### config.mk
export PLATFORM = sky130hd
export DESIGN_NAME = dma_top
export DESIGN_NICKNAME = d
export VERILOG_FILES = /design/src/hw/sdmac_pkg.sv /design/src/hw/xfer_counter.sv /design/src/hw/dma_fifo.sv /design/src/hw/cpu_sm.sv /design/src/hw/dma_top.sv
export SDC_FILE = /design/constraint.sdc
export NUM_CORES = 1
export LEC_CHECK = 0
export ABC_CLOCK_PERIOD_IN_PS = 5300
export BUFFER_PORTS_ARGS = -buffer_cell sky130_fd_sc_hd__buf_2
export CORE_MARGIN = 5
export CORE_UTILIZATION = 45
export CTS_CLUSTER_DIAMETER = 80
export DETAILED_ROUTE_END_ITERATION = 8
export GPL_TIMING_DRIVEN = 1
export PLACE_DENSITY = 0.66
export SLEW_MARGIN = 5
export SYNTH_ARGS = -nofsm -noshare
export SYNTH_HDL_FRONTEND = slang
export SYNTH_SLANG_ARGS = --single-unit
### constraint.sdc
create_clock -name BBCLK -period 5.3 [get_ports BBCLK]
set_clock_uncertainty 0.05 [all_clocks]
set_input_delay 0 -clock BBCLK [delete_from_list [all_inputs] [get_ports BBCLK]]
set_output_delay 0 -clock BBCLK [all_outputs]
set_load 0.03 [all_outputs]
### src/hw/sdmac_pkg.sv
// widths, FIFO depth, bus-master state encoding, config and bus structs
package sdmac_pkg;

    localparam int ADDR_W     = 32;
    localparam int DATA_W     = 32;
    localparam int CNT_W      = 16;
    localparam int FIFO_DEPTH = 8;
    localparam int FIFO_AW    = 3;

    // bus-master states
    typedef enum logic [2:0] {
        IDLE      = 3'd0,
        REQ       = 3'd1,
        ADDR      = 3'd2,
        DATA      = 3'd3,
        WAIT_TERM = 3'd4,
        END_CYC   = 3'd5,
        RELEASE   = 3'd6
    } sm_state_t;

    // dir 0 moves peripheral data to memory, 1 moves memory data to the peripheral
    typedef struct packed {
        logic              dir;
        logic [ADDR_W-1:0] base;
        logic [CNT_W-1:0]  length;
    } dma_cfg_t;

    // strobes and direction from the state machine
    typedef struct packed {
        logic as_;
        logic ds_;
        logic rw;
    } bus_ctl_t;

    typedef struct packed {
        logic              as_;
        logic              ds_;
        logic              rw;
        logic [ADDR_W-1:0] addr;
        logic [DATA_W-1:0] wdata;
    } bus_out_t;

    typedef struct packed {
        logic [1:0]        dsack_;
        logic              sterm_;
        logic [DATA_W-1:0] rdata;
    } bus_in_t;

endpackage

### src/hw/xfer_counter.sv
// address and remaining-length counter for one transfer
`timescale 1ns/1ps
module xfer_counter (
    input  logic                          BBCLK,
    input  logic                          CCRESET_,
    input  logic                          cnt_load,
    input  logic                          cnt_step,
    input  sdmac_pkg::dma_cfg_t           cfg,
    output logic [sdmac_pkg::ADDR_W-1:0]  addr,
    output logic [sdmac_pkg::CNT_W-1:0]   remaining,
    output logic                          last_word
);

    always_ff @(posedge BBCLK or negedge CCRESET_) begin
        if (!CCRESET_) begin
            addr      <= '0;
            remaining <= '0;
        end else if (cnt_load) begin
            addr      <= cfg.base;
            remaining <= cfg.length;
        end else if (cnt_step) begin
            // one longword per bus cycle
            addr      <= addr + sdmac_pkg::ADDR_W'(4);
            remaining <= remaining - 1'b1;
        end
    end

    assign last_word = (remaining == sdmac_pkg::CNT_W'(1));

endmodule

### src/hw/dma_fifo.sv
// longword FIFO with occupancy count and full and empty flags
`timescale 1ns/1ps
module dma_fifo (
    input  logic                         BBCLK,
    input  logic                         CCRESET_,
    input  logic                         push,
    input  logic [sdmac_pkg::DATA_W-1:0] wdata,
    input  logic                         pop,
    output logic [sdmac_pkg::DATA_W-1:0] rdata,
    output logic [sdmac_pkg::FIFO_AW:0]  count,
    output logic                         full,
    output logic                         empty
);

    logic [sdmac_pkg::DATA_W-1:0]  mem [sdmac_pkg::FIFO_DEPTH];
    logic [sdmac_pkg::FIFO_AW-1:0] wr_ptr;
    logic [sdmac_pkg::FIFO_AW-1:0] rd_ptr;
    logic                          wr_en;
    logic                          rd_en;

    // strobes against a full or empty FIFO are dropped
    assign wr_en = push && !full;
    assign rd_en = pop && !empty;

    assign full  = (count == (sdmac_pkg::FIFO_AW + 1)'(sdmac_pkg::FIFO_DEPTH));
    assign empty = (count == '0);
    assign rdata = mem[rd_ptr];

    always_ff @(posedge BBCLK) begin
        if (wr_en) begin
            mem[wr_ptr] <= wdata;
        end
    end

    // pointers wrap on their own, depth is a power of two
    always_ff @(posedge BBCLK or negedge CCRESET_) begin
        if (!CCRESET_) begin
            wr_ptr <= '0;
            rd_ptr <= '0;
            count  <= '0;
        end else begin
            if (wr_en) begin
                wr_ptr <= wr_ptr + 1'b1;
            end
            if (rd_en) begin
                rd_ptr <= rd_ptr + 1'b1;
            end
            case ({wr_en, rd_en})
                2'b10:   count <= count + 1'b1;
                2'b01:   count <= count - 1'b1;
                default: count <= count;
            endcase
        end
    end

endmodule

### src/hw/cpu_sm.sv
// bus-master FSM with input registering, bus arbitration and bus cycle sequencing
`timescale 1ns/1ps
module cpu_sm (
    input  logic                         BBCLK,
    input  logic                         CCRESET_,
    input  logic                         dreq_,
    input  logic                         bgrant_,
    input  logic                         flush,
    input  logic                         dma_ena,
    input  logic                         dir,
    input  sdmac_pkg::bus_in_t           bus_i,
    input  logic [sdmac_pkg::FIFO_AW:0]  fifo_count,
    input  logic                         fifo_full,
    input  logic                         fifo_empty,
    input  logic [sdmac_pkg::CNT_W-1:0]  remaining,
    output logic                         breq_,
    output logic                         bgack_,
    output sdmac_pkg::bus_ctl_t          bus_ctl,
    output logic                         fifo_pop,
    output logic                         fifo_push_bus,
    output logic [sdmac_pkg::DATA_W-1:0] rdata_cap,
    output logic                         cnt_load,
    output logic                         cnt_step,
    output logic                         stop_flush,
    output logic                         done
);

    sdmac_pkg::sm_state_t state;
    sdmac_pkg::sm_state_t next_state;
    logic dreq_r;
    logic bgrant_r;
    logic flush_r;
    logic flush_q;
    logic ena_r;
    logic ena_q;
    logic term_r;
    logic flush_pend;
    logic rem_zero;
    logic start_p2m;
    logic start_m2p;
    logic start;
    logic stop_tenure;
    logic term_hit;
    logic in_tenure;

    // asynchronous inputs are sampled once, termination sampled with them
    always_ff @(posedge BBCLK or negedge CCRESET_) begin
        if (!CCRESET_) begin
            dreq_r   <= 1'b1;
            bgrant_r <= 1'b1;
            flush_r  <= 1'b0;
            flush_q  <= 1'b0;
            ena_r    <= 1'b0;
            ena_q    <= 1'b0;
            term_r   <= 1'b0;
        end else begin
            dreq_r   <= dreq_;
            bgrant_r <= bgrant_;
            flush_r  <= flush;
            flush_q  <= flush_r;
            ena_r    <= dma_ena;
            ena_q    <= ena_r;
            term_r   <= !bus_i.sterm_ || (bus_i.dsack_ == 2'b00);
        end
    end

    // read data taken on the same edge as the termination sample
    always_ff @(posedge BBCLK) begin
        rdata_cap <= bus_i.rdata;
    end

    assign rem_zero = (remaining == '0);

    // P2M waits for half a FIFO, the tail of the transfer, or a flush
    assign start_p2m = !dir && !rem_zero &&
                       ((fifo_count >= (sdmac_pkg::FIFO_AW + 1)'(sdmac_pkg::FIFO_DEPTH / 2)) ||
                        (remaining == sdmac_pkg::CNT_W'(fifo_count)) ||
                        (flush_pend && !fifo_empty));
    // peripheral asks for data and the FIFO has run dry
    assign start_m2p = dir && !rem_zero && fifo_empty && !dreq_r;

    // ena_q keeps the load cycle out, remaining is stale there
    assign start = ena_r && ena_q && !done && (start_p2m || start_m2p);

    assign stop_tenure = rem_zero || (dir ? fifo_full : fifo_empty);

    assign term_hit      = (state == sdmac_pkg::WAIT_TERM) && term_r;
    assign fifo_pop      = term_hit && !dir;
    assign fifo_push_bus = term_hit && dir;
    assign cnt_step      = term_hit;
    assign cnt_load      = ena_r && !ena_q;
    assign stop_flush    = (state == sdmac_pkg::RELEASE) && flush_pend && fifo_empty;

    always_comb begin
        next_state = state;
        case (state)
            sdmac_pkg::IDLE: begin
                if (start) begin
                    next_state = sdmac_pkg::REQ;
                end else if (flush_pend && fifo_empty) begin
                    next_state = sdmac_pkg::RELEASE;
                end
            end
            sdmac_pkg::REQ: begin
                if (!bgrant_r) begin
                    next_state = sdmac_pkg::ADDR;
                end
            end
            // every cycle starts here, so back-pressure is checked once per cycle
            sdmac_pkg::ADDR: begin
                next_state = stop_tenure ? sdmac_pkg::RELEASE : sdmac_pkg::DATA;
            end
            sdmac_pkg::DATA:      next_state = sdmac_pkg::WAIT_TERM;
            sdmac_pkg::WAIT_TERM: begin
                if (term_r) begin
                    next_state = sdmac_pkg::END_CYC;
                end
            end
            sdmac_pkg::END_CYC:   next_state = sdmac_pkg::ADDR;
            sdmac_pkg::RELEASE:   next_state = sdmac_pkg::IDLE;
            default:              next_state = sdmac_pkg::IDLE;
        endcase
    end

    assign in_tenure = (state == sdmac_pkg::ADDR) || (state == sdmac_pkg::DATA) ||
                       (state == sdmac_pkg::WAIT_TERM) || (state == sdmac_pkg::END_CYC);

    assign breq_       = (state != sdmac_pkg::REQ);
    assign bgack_      = !in_tenure;
    assign bus_ctl.as_ = !((state == sdmac_pkg::DATA) || (state == sdmac_pkg::WAIT_TERM));
    assign bus_ctl.ds_ = (state != sdmac_pkg::WAIT_TERM);
    assign bus_ctl.rw  = in_tenure ? dir : 1'b1;

    always_ff @(posedge BBCLK or negedge CCRESET_) begin
        if (!CCRESET_) begin
            state      <= sdmac_pkg::IDLE;
            flush_pend <= 1'b0;
            done       <= 1'b0;
        end else begin
            state <= next_state;
            if (flush_r && !flush_q) begin
                flush_pend <= 1'b1;
            end else if (stop_flush) begin
                flush_pend <= 1'b0;
            end
            if (!ena_r) begin
                done <= 1'b0;
            end else if ((state == sdmac_pkg::RELEASE) && rem_zero) begin
                done <= 1'b1;
            end
        end
    end

endmodule

### src/hw/dma_top.sv
// DMA bus-master top level joining the FSM, transfer counter and FIFO
`timescale 1ns/1ps
module dma_top (
    input  logic                         BBCLK,
    input  logic                         CCRESET_,
    input  sdmac_pkg::dma_cfg_t          cfg,
    input  logic                         dma_ena,
    input  logic                         dreq_,
    input  logic                         flush,
    input  logic                         per_wr,
    input  logic [sdmac_pkg::DATA_W-1:0] per_wdata,
    input  logic                         per_rd,
    output logic [sdmac_pkg::DATA_W-1:0] per_rdata,
    output logic                         fifo_full,
    output logic                         fifo_empty,
    output logic                         breq_,
    input  logic                         bgrant_,
    output logic                         bgack_,
    output sdmac_pkg::bus_out_t          bus_o,
    input  sdmac_pkg::bus_in_t           bus_i,
    output logic [sdmac_pkg::CNT_W-1:0]  remaining,
    output logic                         done,
    output logic                         stop_flush
);

    sdmac_pkg::bus_ctl_t          bus_ctl;
    logic                         fifo_pop;
    logic                         fifo_push_bus;
    logic [sdmac_pkg::DATA_W-1:0] rdata_cap;
    logic                         cnt_load;
    logic                         cnt_step;
    logic [sdmac_pkg::ADDR_W-1:0] addr;
    logic [sdmac_pkg::FIFO_AW:0]  fifo_count;
    logic                         push;
    logic                         pop;
    logic [sdmac_pkg::DATA_W-1:0] push_data;

    // direction picks which side fills the FIFO and which side drains it
    assign push      = cfg.dir ? fifo_push_bus : per_wr;
    assign pop       = cfg.dir ? per_rd : fifo_pop;
    assign push_data = cfg.dir ? rdata_cap : per_wdata;

    assign bus_o.as_   = bus_ctl.as_;
    assign bus_o.ds_   = bus_ctl.ds_;
    assign bus_o.rw    = bus_ctl.rw;
    assign bus_o.addr  = addr;
    assign bus_o.wdata = per_rdata;

    cpu_sm i_cpu_sm (
        .BBCLK         (BBCLK),
        .CCRESET_      (CCRESET_),
        .dreq_         (dreq_),
        .bgrant_       (bgrant_),
        .flush         (flush),
        .dma_ena       (dma_ena),
        .dir           (cfg.dir),
        .bus_i         (bus_i),
        .fifo_count    (fifo_count),
        .fifo_full     (fifo_full),
        .fifo_empty    (fifo_empty),
        .remaining     (remaining),
        .breq_         (breq_),
        .bgack_        (bgack_),
        .bus_ctl       (bus_ctl),
        .fifo_pop      (fifo_pop),
        .fifo_push_bus (fifo_push_bus),
        .rdata_cap     (rdata_cap),
        .cnt_load      (cnt_load),
        .cnt_step      (cnt_step),
        .stop_flush    (stop_flush),
        .done          (done)
    );

    xfer_counter i_xfer_counter (
        .BBCLK     (BBCLK),
        .CCRESET_  (CCRESET_),
        .cnt_load  (cnt_load),
        .cnt_step  (cnt_step),
        .cfg       (cfg),
        .addr      (addr),
        .remaining (remaining),
        .last_word ()
    );

    dma_fifo i_dma_fifo (
        .BBCLK    (BBCLK),
        .CCRESET_ (CCRESET_),
        .push     (push),
        .wdata    (push_data),
        .pop      (pop),
        .rdata    (per_rdata),
        .count    (fifo_count),
        .full     (fifo_full),
        .empty    (fifo_empty)
    );

endmodule

=== Yosys cells after proc, flatten, opt, wreduce, memory -nomap -nowiden ===
Memories as Yosys holds them, arrays and structs flattened.
Index checks and enable logic that the tools add are counted.

* Register bits: 102
* Latch bits: 0
* Bits in writable memories: 256
* Memory bits (read-only): 0
* Output and inout bits: 121
* Memories kept: 1

* $add $sub $neg: 6
* $mul: 0
* Div/mod/pow operators: 0
* $lt $le $gt $ge: 1
* Equal/unequal tests: 16
* Shifts and indexed selects: 0
* Multiplexer cells: 22
* Bitwise gates (word level): 0
* Reductions and logical operators: 48

{| class="wikitable"
|+ Memory list
! name !! words !! bits a word !! rd ports !! clocked after memory_dff !! write ports !! RTL line !! source
|-
| i_dma_fifo.mem || 8 || 32 || 1 || 0 || 1 || dma_fifo.sv:15 || <nowiki>logic [sdmac_pkg::DATA_W-1:0] mem [sdmac_pkg::FIFO_DEPTH];</nowiki>
|}

{| class="wikitable"
|+ Operators by type and width
! kind !! count
|-
| 2-to-1 mux 32 bit || 3
|-
| adder 32 x 3 -> 32 bit, second input constant || 1
|-
| 2-to-1 mux 16 bit || 2
|-
| logical AND 1 bit || 20
|-
| case mux 3 bit (6 select lines) || 1
|-
| equality test 16 x 4 -> 1 bit || 1
|-
| zero test 16 bit || 1
|-
| subtractor 16 x 1 -> 16 bit, second input constant || 1
|-
| 2-to-1 mux 3 bit || 5
|-
| zero test 1 bit || 11
|-
| 2-to-1 mux 1 bit || 10
|-
| equality test 3 bit, second input constant || 3
|-
| logical OR 1 bit || 9
|-
| case mux 4 bit (2 select lines) || 1
|-
| adder 3 x 1 -> 3 bit, second input constant || 2
|-
| equality test 3 x 2 -> 1 bit, second input constant || 2
|-
| != test 3 x 1 -> 1 bit, second input constant || 2
|-
| nonzero test 2 bit || 3
|-
| adder 4 x 1 -> 4 bit, second input constant || 1
|-
| equality test 4 bit, second input constant || 1
|-
| >= comparator 4 x 3 -> 1 bit, second input constant || 1
|-
| zero test 4 bit || 1
|-
| != test 2 bit, second input constant || 2
|-
| subtractor 4 x 1 -> 4 bit, second input constant || 1
|-
| 8 further kinds || 8
|}

=== Logic depth before layout (Yosys ltp) ===
Gate-level depths: netlist of the first run.

* Word-level depth: 9
* Mapped depth: 13
* Mapped depth without buffers: 11

=== Modules after synthesis ===
Synthesis of the first run repeated with hierarchy kept, for this count alone.

* Cell total of the unflattened synthesis: 908
* Area total of the unflattened synthesis: 15080.7 um^2

{| class="wikitable"
|+ Modules (own cells, without submodules)
! module !! instances !! cells an instance !! area each (um^2) !! sequential area each (um^2)
|-
| dma_fifo || 1 || 437 || 10294.9 || 7937.6
|-
| xfer_counter || 1 || 292 || 2637.5 || 1201.2
|-
| cpu_sm || 1 || 109 || 1341.3 || 943.4
|-
| dma_top || 1 || 70 || 807.0 || 0.0
|}

=== Least setup slack after synthesis of the first run ===
OpenSTA, ideal clock, no wires.

* Kind: flip-flop to flip-flop
* Start point: register i_cpu_sm.state[0]
* End point: memory i_dma_fifo.mem[0][0] (netlist bit), enable pin
* Setup time: 461 ps
* Data arrival time: 3664 ps
* Data required time: 4789 ps
* Slack: 1125 ps
* Cell stages (with the launch flop): 7
* Cells stage by stage: dfrtp_1 > clkbuf_1 > nor4bb_1 > buf_2 > mux2i_1 > or3_1 > nor3_1

* Word-level cells in the longest chain between the ends: 7

{| class="wikitable"
|+ RTL lines
! item !! RTL line !! source
|-
| from (decl) || cpu_sm.sv:28 || <nowiki>sdmac_pkg::sm_state_t state;</nowiki>
|-
| from (signal assigned) || cpu_sm.sv:136 || <nowiki>state <= sdmac_pkg::IDLE;</nowiki>
|-
| from (signal assigned) || cpu_sm.sv:140 || <nowiki>state <= next_state;</nowiki>
|-
| equality test 3 bit || cpu_sm.sv:87 || <nowiki>assign term_hit = (state == sdmac_pkg::WAIT_TERM) && term_r;</nowiki>
|-
| logical AND 1 bit || cpu_sm.sv:87 ||
|-
| logical AND 1 bit || cpu_sm.sv:89 || <nowiki>assign fifo_push_bus = term_hit && dir;</nowiki>
|-
| 2-to-1 mux 1 bit || dma_top.sv:39 || <nowiki>assign push = cfg.dir ? fifo_push_bus : per_wr;</nowiki>
|-
| logical AND 1 bit || dma_fifo.sv:22 || <nowiki>assign wr_en = push && !full;</nowiki>
|-
| 2-to-1 mux 1 bit || dma_fifo.sv:30 || <nowiki>if (wr_en) begin</nowiki>
|-
| 2-to-1 mux 1 bit (not written as such) || dma_fifo.sv:31 || <nowiki>mem[wr_ptr] <= wdata;</nowiki>
|-
| to (decl) || dma_fifo.sv:15 ||
|}

Every way passes these cells.

=== Worst setup path after layout of the first run ===
* Start point: register i_dma_fifo.rd_ptr[0] (netlist bit)
* End point: output port per_rdata[18] (netlist bit)

* Word-level cells in the longest chain between the ends: 1

{| class="wikitable"
|+ RTL lines
! item !! RTL line !! source
|-
| from (decl) || dma_fifo.sv:17 || <nowiki>logic [sdmac_pkg::FIFO_AW-1:0] rd_ptr;</nowiki>
|-
| from (signal assigned) || dma_fifo.sv:46 || <nowiki>rd_ptr <= rd_ptr + 1'b1;</nowiki>
|-
| memory read (8 x 32 bit) || - ||
|-
| to (decl) || dma_top.sv:13 || <nowiki>output logic [sdmac_pkg::DATA_W-1:0] per_rdata,</nowiki>
|}

Every way passes these cells.

==> out/metrics.yaml, run 1 <==
outcome:
  status: "completed"
sta:
  timing.setup.tns_ps: 0
  setup_viol: 0
  rsz0062_at_grt: "no"
  final_max_slew_viol_count: 0
  layout_worst_path_cycle_share_pct: 60.0
  timing_hold_violations_final: 0
  worst_pin_slew_ps: 1180
  slew_headroom_pct: 21.3
  min_period_ps: 3180
  fmax_ghz: 0.314
setup_path:
  criticalPathCategory: "flip-flop to output port"
  crit_path_end_kind: "output port"
  cp-start-kind: "flip-flop"
  slowest_delay_ps: 1000
  reg2reg_from: "i_cpu_sm.state[2]"
  cp_cell_sequence: "buf_4, mux4_2, mux2_2, buf_2"
  reg2reg_slack_ps: 2170
  critPathBufInv: 2
  crit_required_ps: 5250
  r2r-end: "i_dma_fifo.mem[2][4]"
  cp_max_fo: 46
  crit_family: "flip-flops"
  reg2regPathDepth: 5
  critPathSlowestCell: "dfrtp_4"
  worstPathArrival_ps: 3130
logic_synthesis:
  synth_edf_count: 256
  synthArstFlopShare_pct: 19.6
  syn-num-nets: 1021
  yosys.cell_types.count: 50
  yosysMostFrequentCell: "edfxtp_1"
  syn_avg_cell_area_sq_um: 16.5
  synth_seq_cells: 358
  yosysTopAreaCell: "edfxtp_1"
  syn_area_sq_mm: 0.0147
  ys.flop_type: "edfxtp_1"
  synth_cells: 889
  yosys-top-cells-area: "edfxtp_1, dfrtp_1, mux4_2"
  ys_seq_area_share_pct: 68.7
  yosys_warnings: 0
  yosys-top-cells-count: "edfxtp_1, dfrtp_1, mux2_2"
  synth_top_area_share_pct: 52.4
job:
  maxCapViolations: 0
cells_and_area:
  instances_no_fill: 1704
  area_delta_synth_final_pct: 26.8
  final_layout_size_suffix_gt1_share_pct: 37.2
  nNetsFinal: 1365
  antenna-diode-count: 0
  nFillCells: 2506
detailed_routing:
  vias: 8688
  wire_per_inst_microns: 19.3
  drt-total-wl_microns: 32800
  drt_iter0_markers: 395
  via_per_inst: 5.10
  drc: 0
  drt.antenna.violating_nets: 0
  drt-pass1-iter-count: 5
grt:
  grt_pass1_vias: 9180
  grt_usage_pct: 18.0
  grt-ovfl-total: 0
  grt_pass1_wl_microns: 51500
  grt_start_max_net_pins: 59
  antenna_found_initial: 0
power:
  power_density_mw_per_mm2: 525
  ir_worst_vdd_mv: 0.350
  p_leak_nw: 6.85
cts:
  path_clk_slew_ps: 60
  cts.sinks: 358
  clockRootBuffer: "clkbuf_16"
  cts_buffers: 39
  post_cts_resized: 0
  htreeDepth: 2
  insertion_delay_ps: 520
  post-cts-setup-buffers: 0
  postCtsHoldBufs: 123
  cts_tree: "done"
  cts_buffer_depth: 3
floorplanning:
  num_io_pins: 245
  die_area_sq_mm: 0.0363
  start_util_pct: 45.3
  placementRows: 66
  die_x_microns: 191
  die_h_microns: 191
  placeableCoreArea_sq_mm: 0.0324
hold_path:
  holdPathEnd: "i_cpu_sm.rdata_cap[0]"
  holdPathStages: 2
  min_path_type: "input port to flip-flop"
  hp-start: "bus_i[0]"
placement:
  io_buffers: 244
  placed_cells: 1511
  dpl.hpwl_microns: 20200
  place_congestion: 0.825
-- per-stage QoR --
step / setup slack, ps / util, % / total power, W / cell area, sq um / hold WS (ps)
floorplan: 1120 / - / 0.00650 / 14700 / -346
finish: 2120 / 57.5 / 0.00976 / 18600 / 66.7
detailed placement: 2110 / 50.0 / 0.00727 / 16200 / -127
CTS: 1990 / 57.5 / 0.00989 / 18600 / 37.0
global placement: 2210 / 50.0 / 0.00724 / 16200 / -131
global route: 1850 / 57.5 / 0.0102 / 18600 / 58.1
-- metal layers --
metal	routed length [microns]	track usage, %	vias to the layer above
met5	0	0	-
met2	16400	31.0	274
met4	461	3.54	0
met3	1930	3.79	42
met1	14000	24.2	4335
li1	-	-	4037
-- final cells by class --
class	instances	area (sq um)	share of cell area [%]
clock inverter	21	168	0.901
inverter	16	60.1	0.323
sequential	358	10100	54.2
tap	442	553	2.97
clock buffer	49	1020	5.50
multi-input combinational	441	4180	22.5
timing repair buffer	377	2530	13.6
-- worst max-delay path by stage --
stage	slack [ps]	cells after the start	startpoint	endpoint
after global routing	1850	4	i_dma_fifo.rd_ptr[0]	per_rdata[18]
final	2120	4	i_dma_fifo.rd_ptr[0]	per_rdata[18]
after floorplan	1120	6	i_cpu_sm.state[0]	i_dma_fifo.mem[0][0]
after global placement	2210	6	i_cpu_sm.state[2]	i_dma_fifo.mem[3][11]
after detailed placement	2110	5	i_cpu_sm.state[2]	i_dma_fifo.mem[2][4]
after CTS	1990	4	i_dma_fifo.rd_ptr[0]	per_rdata[18]
-- sequential cells by signal (all words and copies together), names as in the netlist, 3 cells and up --
signal,cells
i_dma_fifo.count,4
i_dma_fifo.wr_ptr,3
i_xfer_counter.remaining,16
i_cpu_sm.rdata_cap,32
i_cpu_sm.state,3
i_dma_fifo.mem,256
i_xfer_counter.addr,32
i_dma_fifo.rd_ptr,3
-- cells by family (layout without fill, tap and decap cells) --
| group | after synthesis | after routing | synth area share (%) |
|---|---|---|---|
| simple gates | 171 | 171 | 6.08 |
| mux | 135 | 135 | 15.2 |
| buf+inv | 90 | 463 | 3.30 |
| xor+xnor | 57 | 57 | 3.40 |
| flops | 358 | 358 | 68.7 |
| fa+ha+maj | 8 | 8 | 0.733 |
| compound gates | 70 | 70 | 2.51 |
-- where the power goes --
group	leakage [nW]	internal (W)	switching, W
registers	3.43	0.00338	0.000463
logic	2.82	0.00135	0.00205
clock network	0.592	0.00147	0.00105
-- placed cells by master, fill, tap and decap left out, types with 3 or more instances in the layout --
cell type and count:
nand2b_1 4, mux4_2 64, o21ai_0 40, o21ai_1 14, nor2_4 6, or3_1 3
clkinv_1 5, dfxtp_1 32, edfxtp_1 256, nor4_1 13, mux2i_1 3, inv_1 16
clkbuf_1 9, xnor2_1 39, dlygate4sd3_1 123, inv_6 3, nand2_1 65, clkbuf_16 39
nand4_1 10, nor3_1 14, ha_1 7, dfrtp_1 65, xor2_1 18, buf_4 10
a21oi_1 8, buf_2 244, nor2_1 21, mux2_2 68, nand3_1 11, clkinv_2 9
(Power assumes the default switching activity.)
==> run 2: changes to the inputs <==
--- a/config.mk
+++ b/config.mk
@@ -5,14 +5,14 @@
 export SDC_FILE = /design/constraint.sdc
 export NUM_CORES = 1
 export LEC_CHECK = 0
-export ABC_CLOCK_PERIOD_IN_PS = 5300
+export ABC_CLOCK_PERIOD_IN_PS = 2600
 export BUFFER_PORTS_ARGS = -buffer_cell sky130_fd_sc_hd__buf_2
 export CORE_MARGIN = 5
 export CORE_UTILIZATION = 45
 export CTS_CLUSTER_DIAMETER = 80
 export DETAILED_ROUTE_END_ITERATION = 8
 export GPL_TIMING_DRIVEN = 1
-export PLACE_DENSITY = 0.66
+export PLACE_DENSITY = 0.69
 export SLEW_MARGIN = 5
 export SYNTH_ARGS = -nofsm -noshare
 export SYNTH_HDL_FRONTEND = slang
==> constraint.sdc (replaced) <==
create_clock -name BBCLK -period 2.6 [get_ports BBCLK]
set_clock_uncertainty 0.05 [all_clocks]
set_input_delay 0 -clock BBCLK [delete_from_list [all_inputs] [get_ports BBCLK]]
set_output_delay 0 -clock BBCLK [all_outputs]
set_load 0.03 [all_outputs]
==> out/metrics.yaml, run 2 (synthesis gave the netlist of run 1 again) <==
placement:
  place_area_sq_mm: 0.0167  # was 0.0162 sq mm
  place_congestion: 0.822  # was 0.825
  io_buffers: 244  # unchanged
  placed_cells: 1541  # was 1,511
  dpl.hpwl_microns: 20900  # was 20,200 microns
  dpl_worst_slack_ps: 179  # was 2110 ps
sta:
  min_period_ps: 2440
  setup_viol: 0  # unchanged
  timing_hold_violations_final: 0  # unchanged
  timing.setup.tns_ps: 0  # unchanged
  final_max_slew_viol_count: 0  # unchanged
  slew_headroom_pct: 49.5  # was 21.3%
  fmax_ghz: 0.409
  layout_worst_path_cycle_share_pct: 94.0
  worst_pin_slew_ps: 758  # was 1180 ps
  layout_setup_ws_ps: 156  # was 2120 ps
  rsz0062_at_grt: "no"  # unchanged
hold_path:
  holdPathStages: 5  # was 2
  holdPathEnd: "i_dma_fifo.rd_ptr[0]"  # was i_cpu_sm.rdata_cap[0]
  hp-start: "cfg[48]"  # was bus_i[0]
  min_path_type: "input port to flip-flop"  # unchanged
power:
  ir_worst_vdd_mv: 0.669  # was 0.350 mV
  p_leak_nw: 7.06  # was 6.85 nW
  power_density_mw_per_mm2: 1070  # was 525 mW/mm^2
cells_and_area:
  largest_reg_flops: 256  # unchanged
  layout_commonest_cell: "edfxtp_1"  # unchanged
  design_area_sq_mm: 0.0191  # was 0.0186 sq mm
  nFillCells: 2454  # was 2,506
  instances_no_fill: 1732  # was 1,704
  area_delta_synth_final_pct: 30.1  # was 26.8%
  regMostFlops: "i_dma_fifo.mem"  # unchanged
  final_layout_size_suffix_gt1_share_pct: 39.3  # was 37.2%
  antenna-diode-count: 0  # unchanged
  final_cell_mix: "edfxtp_1, buf_2, dlygate4sd3_1, mux2_2, dfrtp_1"  # was edfxtp_1, buf_2, dlygate4sd3_1, mux2_2
  largestRegisters: "i_dma_fifo.mem x256, i_cpu_sm.rdata_cap x32, i_xfer_counter.addr x32"  # unchanged
  nNetsFinal: 1394  # was 1,365
setup_path:
  cp_cell_sequence: "buf_4, mux4_2, mux2_2, buf_2"  # unchanged
  worstPathArrival_ps: 2390  # was 3130 ps
  critPathSlowestCell: "dfrtp_4"  # unchanged
  cp-start-kind: "flip-flop"  # unchanged
  crit_family: "multiplexers"  # was flip-flops
  r2r-end: "i_xfer_counter.addr[9]"  # was i_dma_fifo.mem[2][4]
  reg2reg_from: "i_cpu_sm.state[1]"  # was i_cpu_sm.state[2]
  slowest_delay_ps: 610  # was 1000 ps
  critPathBufInv: 2  # unchanged
  crit_path_end_kind: "output port"  # unchanged
  reg2reg_slack_ps: 190  # was 2170 ps
  reg2regPathDepth: 7  # was 5
  crit_required_ps: 2550  # was 5250 ps
  criticalPathCategory: "flip-flop to output port"  # unchanged
  cp_max_fo: 12  # was 46
detailed_routing:
  drt_iter0_markers: 444  # was 395
  via_per_inst: 5.17  # was 5.10
  drt-total-wl_microns: 33300  # was 32,800 microns
  drt-pass1-iter-count: 4  # was 5
  vias: 8963  # was 8,688
  drc: 0  # unchanged
  wire_per_inst_microns: 19.3  # about the same
  drt.antenna.violating_nets: 0  # unchanged
job:
  maxCapViolations: 0  # unchanged
cts:
  cts_buffers: 37  # was 39
  cts.sinks: 358  # unchanged
  htreeDepth: 2  # unchanged
  insertion_delay_ps: 510  # was 520 ps
  cts_tree: "done"  # unchanged
  clockRootBuffer: "clkbuf_16"  # unchanged
  path_clk_slew_ps: 60  # about the same
  cts_buffer_depth: 3  # unchanged
floorplanning:
  die_area_sq_mm: 0.0363  # unchanged
  placeableCoreArea_sq_mm: 0.0324  # unchanged
  start_util_pct: 45.3  # unchanged
  placementRows: 66  # unchanged
  die_x_microns: 191  # unchanged
  num_io_pins: 245  # unchanged
  die_h_microns: 191  # unchanged
grt:
  grt_usage_pct: 18.5  # was 18.0%
  grt-ovfl-total: 0  # unchanged
  grt_pass1_wl_microns: 53300  # was 51,500 microns
  grt_start_max_net_pins: 64  # was 59
  antenna_found_initial: 0  # unchanged
  grt_pass1_vias: 9660  # was 9,180
outcome:
  status: "completed"  # unchanged
-- run 2: area by class of cell --
cell class	instances	area (sq um)	share of cell area, %
sequential	358	10100	52.9
multi-input combinational	441	4230	22.2
timing repair buffer	408	2980	15.6
clock buffer	49	1030	5.42
tap	442	553	2.90
clock inverter	18	140	0.734
inverter	16	60.1	0.315
-- run 2: report_power, final --
group | switching [W] | leakage, nW | internal (W)
clock network | 0.00208 | 0.580 | 0.00300
logic | 0.00461 | 3.05 | 0.00312
registers | 0.000637 | 3.43 | 0.00688
total | 0.00733 | 7.06 | 0.0130
-- run 2: worst max path at each step --
stage,startpoint,to,slack (ps),cells after the start
global route,i_cpu_sm.state[1],i_dma_fifo.count[3],30,11
CTS,i_dma_fifo.rd_ptr[0],per_rdata[3],100,4
global placement,i_cpu_sm.state[0],i_dma_fifo.count[3],190,11
finish,i_dma_fifo.rd_ptr[0],per_rdata[3],160,4
detailed placement,i_cpu_sm.state[0],i_dma_fifo.count[3],180,11
floorplan,i_cpu_sm.state[0],i_dma_fifo.mem[0][0],-130,6
-- run 2: worst min-delay path: cells and delay by family --
kind | cells | cell delay (ps)
multiplexers | 1 | 100
buffers and inverters | 2 | 290
AND/OR/NAND/NOR | 1 | 110
XOR/XNOR | 1 | 60
-- run 2: stage by stage --
step	util, %	power [W]	hold slack [ps]
floorplan	-	0.0133	-346
global placement	51.5	0.0152	48.0
detailed placement	51.5	0.0153	48.7
CTS	58.9	0.0206	35.4
global route	58.9	0.0214	66.5
finish	58.9	0.0203	40.7
-- run 2: what timing repair did --
item,CTS,global route
hold buffers,122,0
resized for setup,0,1
pin swaps,0,1
endpoints found under the hold margin,372,0
endpoints found under the setup margin,40,1
buffers inserted,1,1
-- run 2: layer usage --
layer	GRT usage, %	up-vias	part of all wire (%)
met5	0	-	0
met1	24.3	4505	41
met3	3.77	39	6.3
li1	-	4096	-
met2	32.4	323	51
met4	3.70	0	1.5
==> run 3: changes to the inputs <==
--- a/config.mk
+++ b/config.mk
@@ -6,7 +6,7 @@
 export NUM_CORES = 1
 export LEC_CHECK = 0
 export ABC_CLOCK_PERIOD_IN_PS = 2600
-export BUFFER_PORTS_ARGS = -buffer_cell sky130_fd_sc_hd__buf_2
+export BUFFER_PORTS_ARGS = -buffer_cell sky130_fd_sc_hd__buf_4
 export CORE_MARGIN = 5
 export CORE_UTILIZATION = 45
 export CTS_CLUSTER_DIAMETER = 80
==> out/metrics.yaml, run 3 (synthesis gave the netlist of run 1 again) <==
outcome:
  status: "completed"  # unchanged
cells_and_area:
  nNetsFinal: 1398  # was 1,394
  largestRegisters: "i_dma_fifo.mem x256, i_cpu_sm.rdata_cap x32, i_xfer_counter.addr x32"  # unchanged
  nFillCells: 2367  # was 2,454
  area_delta_synth_final_pct: 34.6  # was 30.1%
  final_layout_size_suffix_gt1_share_pct: 39.3  # about the same
  final_cell_mix: "buf_4, edfxtp_1, dlygate4sd3_1, mux2_2, dfrtp_1"  # was edfxtp_1, buf_2, dlygate4sd3_1, mux2_2, dfrtp_1
  regMostFlops: "i_dma_fifo.mem"  # unchanged
  layout_commonest_cell: "buf_4"  # was edfxtp_1
  instances_no_fill: 1738  # was 1,732
  largest_reg_flops: 256  # unchanged
  antenna-diode-count: 0  # unchanged
setup_path:
  critPathSlowestCell: "mux4_2"  # was dfrtp_4
  cp_max_fo: 7  # was 12
  r2r-end: "i_dma_fifo.count[3]"  # was i_xfer_counter.addr[9]
  criticalPathCategory: "flip-flop to output port"  # unchanged
  reg2reg_from: "i_cpu_sm.state[1]"  # unchanged
  crit_required_ps: 2550  # about the same
  slowest_delay_ps: 530  # was 610 ps
  crit_top_cell: "buf_4"
  reg2regPathDepth: 11  # was 7
  reg2reg_slack_ps: 220  # was 190 ps
  cp-start-kind: "flip-flop"  # unchanged
  worstPathArrival_ps: 2340  # was 2390 ps
  cp_cell_sequence: "buf_4, mux4_2, mux2_2, buf_4"  # was buf_4, mux4_2, mux2_2, buf_2
  crit_path_end_kind: "output port"  # unchanged
detailed_routing:
  drt.antenna.violating_nets: 0  # unchanged
  wire_per_inst_microns: 19.3  # about the same
  vias: 8848  # was 8,963
  drt_iter0_markers: 356  # was 444
  drt-total-wl_microns: 33600  # was 33,300 microns
  drt-pass1-iter-count: 5  # was 4
  drc: 0  # unchanged
  via_per_inst: 5.09  # was 5.17
sta:
  fmax_ghz: 0.419  # was 0.409 GHz
  final_max_slew_viol_count: 0  # unchanged
  timing.setup.tns_ps: 0  # unchanged
  layout_worst_path_cycle_share_pct: 91.8  # was 94.0%
  hold_ws_ps: 75.7  # was 40.7 ps
  min_period_ps: 2390  # was 2440 ps
  slew_headroom_pct: 38.7  # was 49.5%
  rsz0062_at_grt: "no"  # unchanged
  worst_pin_slew_ps: 919  # was 758 ps
  timing_hold_violations_final: 0  # unchanged
  setup_viol: 0  # unchanged
grt:
  antenna_found_initial: 0  # unchanged
  grt_start_max_net_pins: 71  # was 64
  grt_pass1_wl_microns: 52800  # was 53,300 microns
  grt_pass1_vias: 9503  # was 9,660
  grt-ovfl-total: 0  # unchanged
  grt_usage_pct: 18.4  # was 18.5%
placement:
  place_congestion: 0.818  # was 0.822
  dpl.hpwl_microns: 21300  # was 20,900 microns
  placed_cells: 1540  # was 1,541
  io_buffers: 244  # unchanged
floorplanning:
  die_x_microns: 191  # unchanged
  die_area_sq_mm: 0.0363  # unchanged
  placementRows: 66  # unchanged
  placeableCoreArea_sq_mm: 0.0324  # unchanged
  die_h_microns: 191  # unchanged
  num_io_pins: 245  # unchanged
  start_util_pct: 45.3  # unchanged
cts:
  clockRootBuffer: "clkbuf_16"  # unchanged
  cts.sinks: 358  # unchanged
  cts_buffers: 38  # was 37
  path_clk_slew_ps: 60  # about the same
  cts_tree: "done"  # unchanged
  insertion_delay_ps: 520  # was 510 ps
  cts_buffer_depth: 3  # unchanged
  htreeDepth: 2  # unchanged
hold_path:
  min_path_type: "input port to flip-flop"  # unchanged
  holdPathEnd: "i_cpu_sm.rdata_cap[15]"  # was i_dma_fifo.rd_ptr[0]
  holdPathStages: 2  # was 5
  hp-start: "bus_i[15]"  # was cfg[48]
power:
  p_leak_nw: 7.28  # was 7.06 nW
  power_w: 0.0213  # was 0.0203 W
  power_density_mw_per_mm2: 1080  # was 1070 mW/mm^2
  ir_worst_vdd_mv: 0.681  # was 0.669 mV
job:
  maxCapViolations: 0  # unchanged
run 3: cell types whose count changed in the layout (fill, tap and decap cells not counted), moves of 2 or more:
cell | previous run | this run
clkbuf_1 | 8 | 13
buf_12 | 17 | 12
buf_2 | 244 | 0
clkinv_2 | 9 | 4
bufinv_16 | 2 | 4
buf_4 | 24 | 275
clkinvlp_4 | 1 | 4
clkinv_1 | 5 | 3
run 3: metrics by stage:
step	worst slack (ps)	instance area (sq um)	utilization, %
3_5_place_dp	176	17200	53.1
2_1_floorplan	-132	14800	-
4_1_cts	3.52	19700	60.9
3_3_place_gp	185	17200	53.1
6_report	212	19700	61.0
5_1_grt	24.3	19700	61.0
run 3: metal layers:
| metal | global-route usage, % | vias up | wire, microns |
|---|---|---|---|
| li1 | - | 4099 | - |
| met1 | 23.3 | 4432 | 13500 |
| met2 | 33.1 | 282 | 17300 |
| met3 | 4.19 | 35 | 2260 |
| met4 | 3.43 | 0 | 480 |
| met5 | 0 | - | 0 |
run 3: what timing repair did:
action | CTS | global route
hold endpoints to repair | 412 | 0
pin swaps | 0 | 1
buffers inserted | 1 | 4
endpoints found under the setup margin | 42 | 41
hold buffers | 123 | 0
gates resized for setup | 0 | 2
run 3: power by group:
part	switching (W)	leakage, nW	internal, W
combinational	0.00472	3.25	0.00373
clock	0.00214	0.595	0.00322
sequential	0.000599	3.43	0.00689
run 3: how the worst max path moves through the flow:
stage,start,endpoint
2_1_floorplan,i_cpu_sm.state[0],i_dma_fifo.mem[0][0]
3_3_place_gp,i_cpu_sm.state[0],i_dma_fifo.count[3]
3_5_place_dp,i_cpu_sm.state[0],i_dma_fifo.count[3]
4_1_cts,i_dma_fifo.rd_ptr[0],per_rdata[16]
5_1_grt,i_cpu_sm.state[1],i_dma_fifo.count[3]
6_report,i_dma_fifo.rd_ptr[0],bus_o[5]
run 3: area by class of cell:
class	instances	area (sq um)	share of cell area (%)
timing repair buffer	411	3560	18.0
tap	442	553	2.80
inverter	16	60.1	0.304
clock buffer	53	1040	5.26
sequential	358	10100	51.1
multi-input combinational	441	4230	21.4
clock inverter	17	210	1.06
run 3: worst max-delay path: cells and delay by family, from the launching register on:
kind	cells	cell delay, ps
muxes	2	860
buffers and inverters	2	430
DFF	1	520
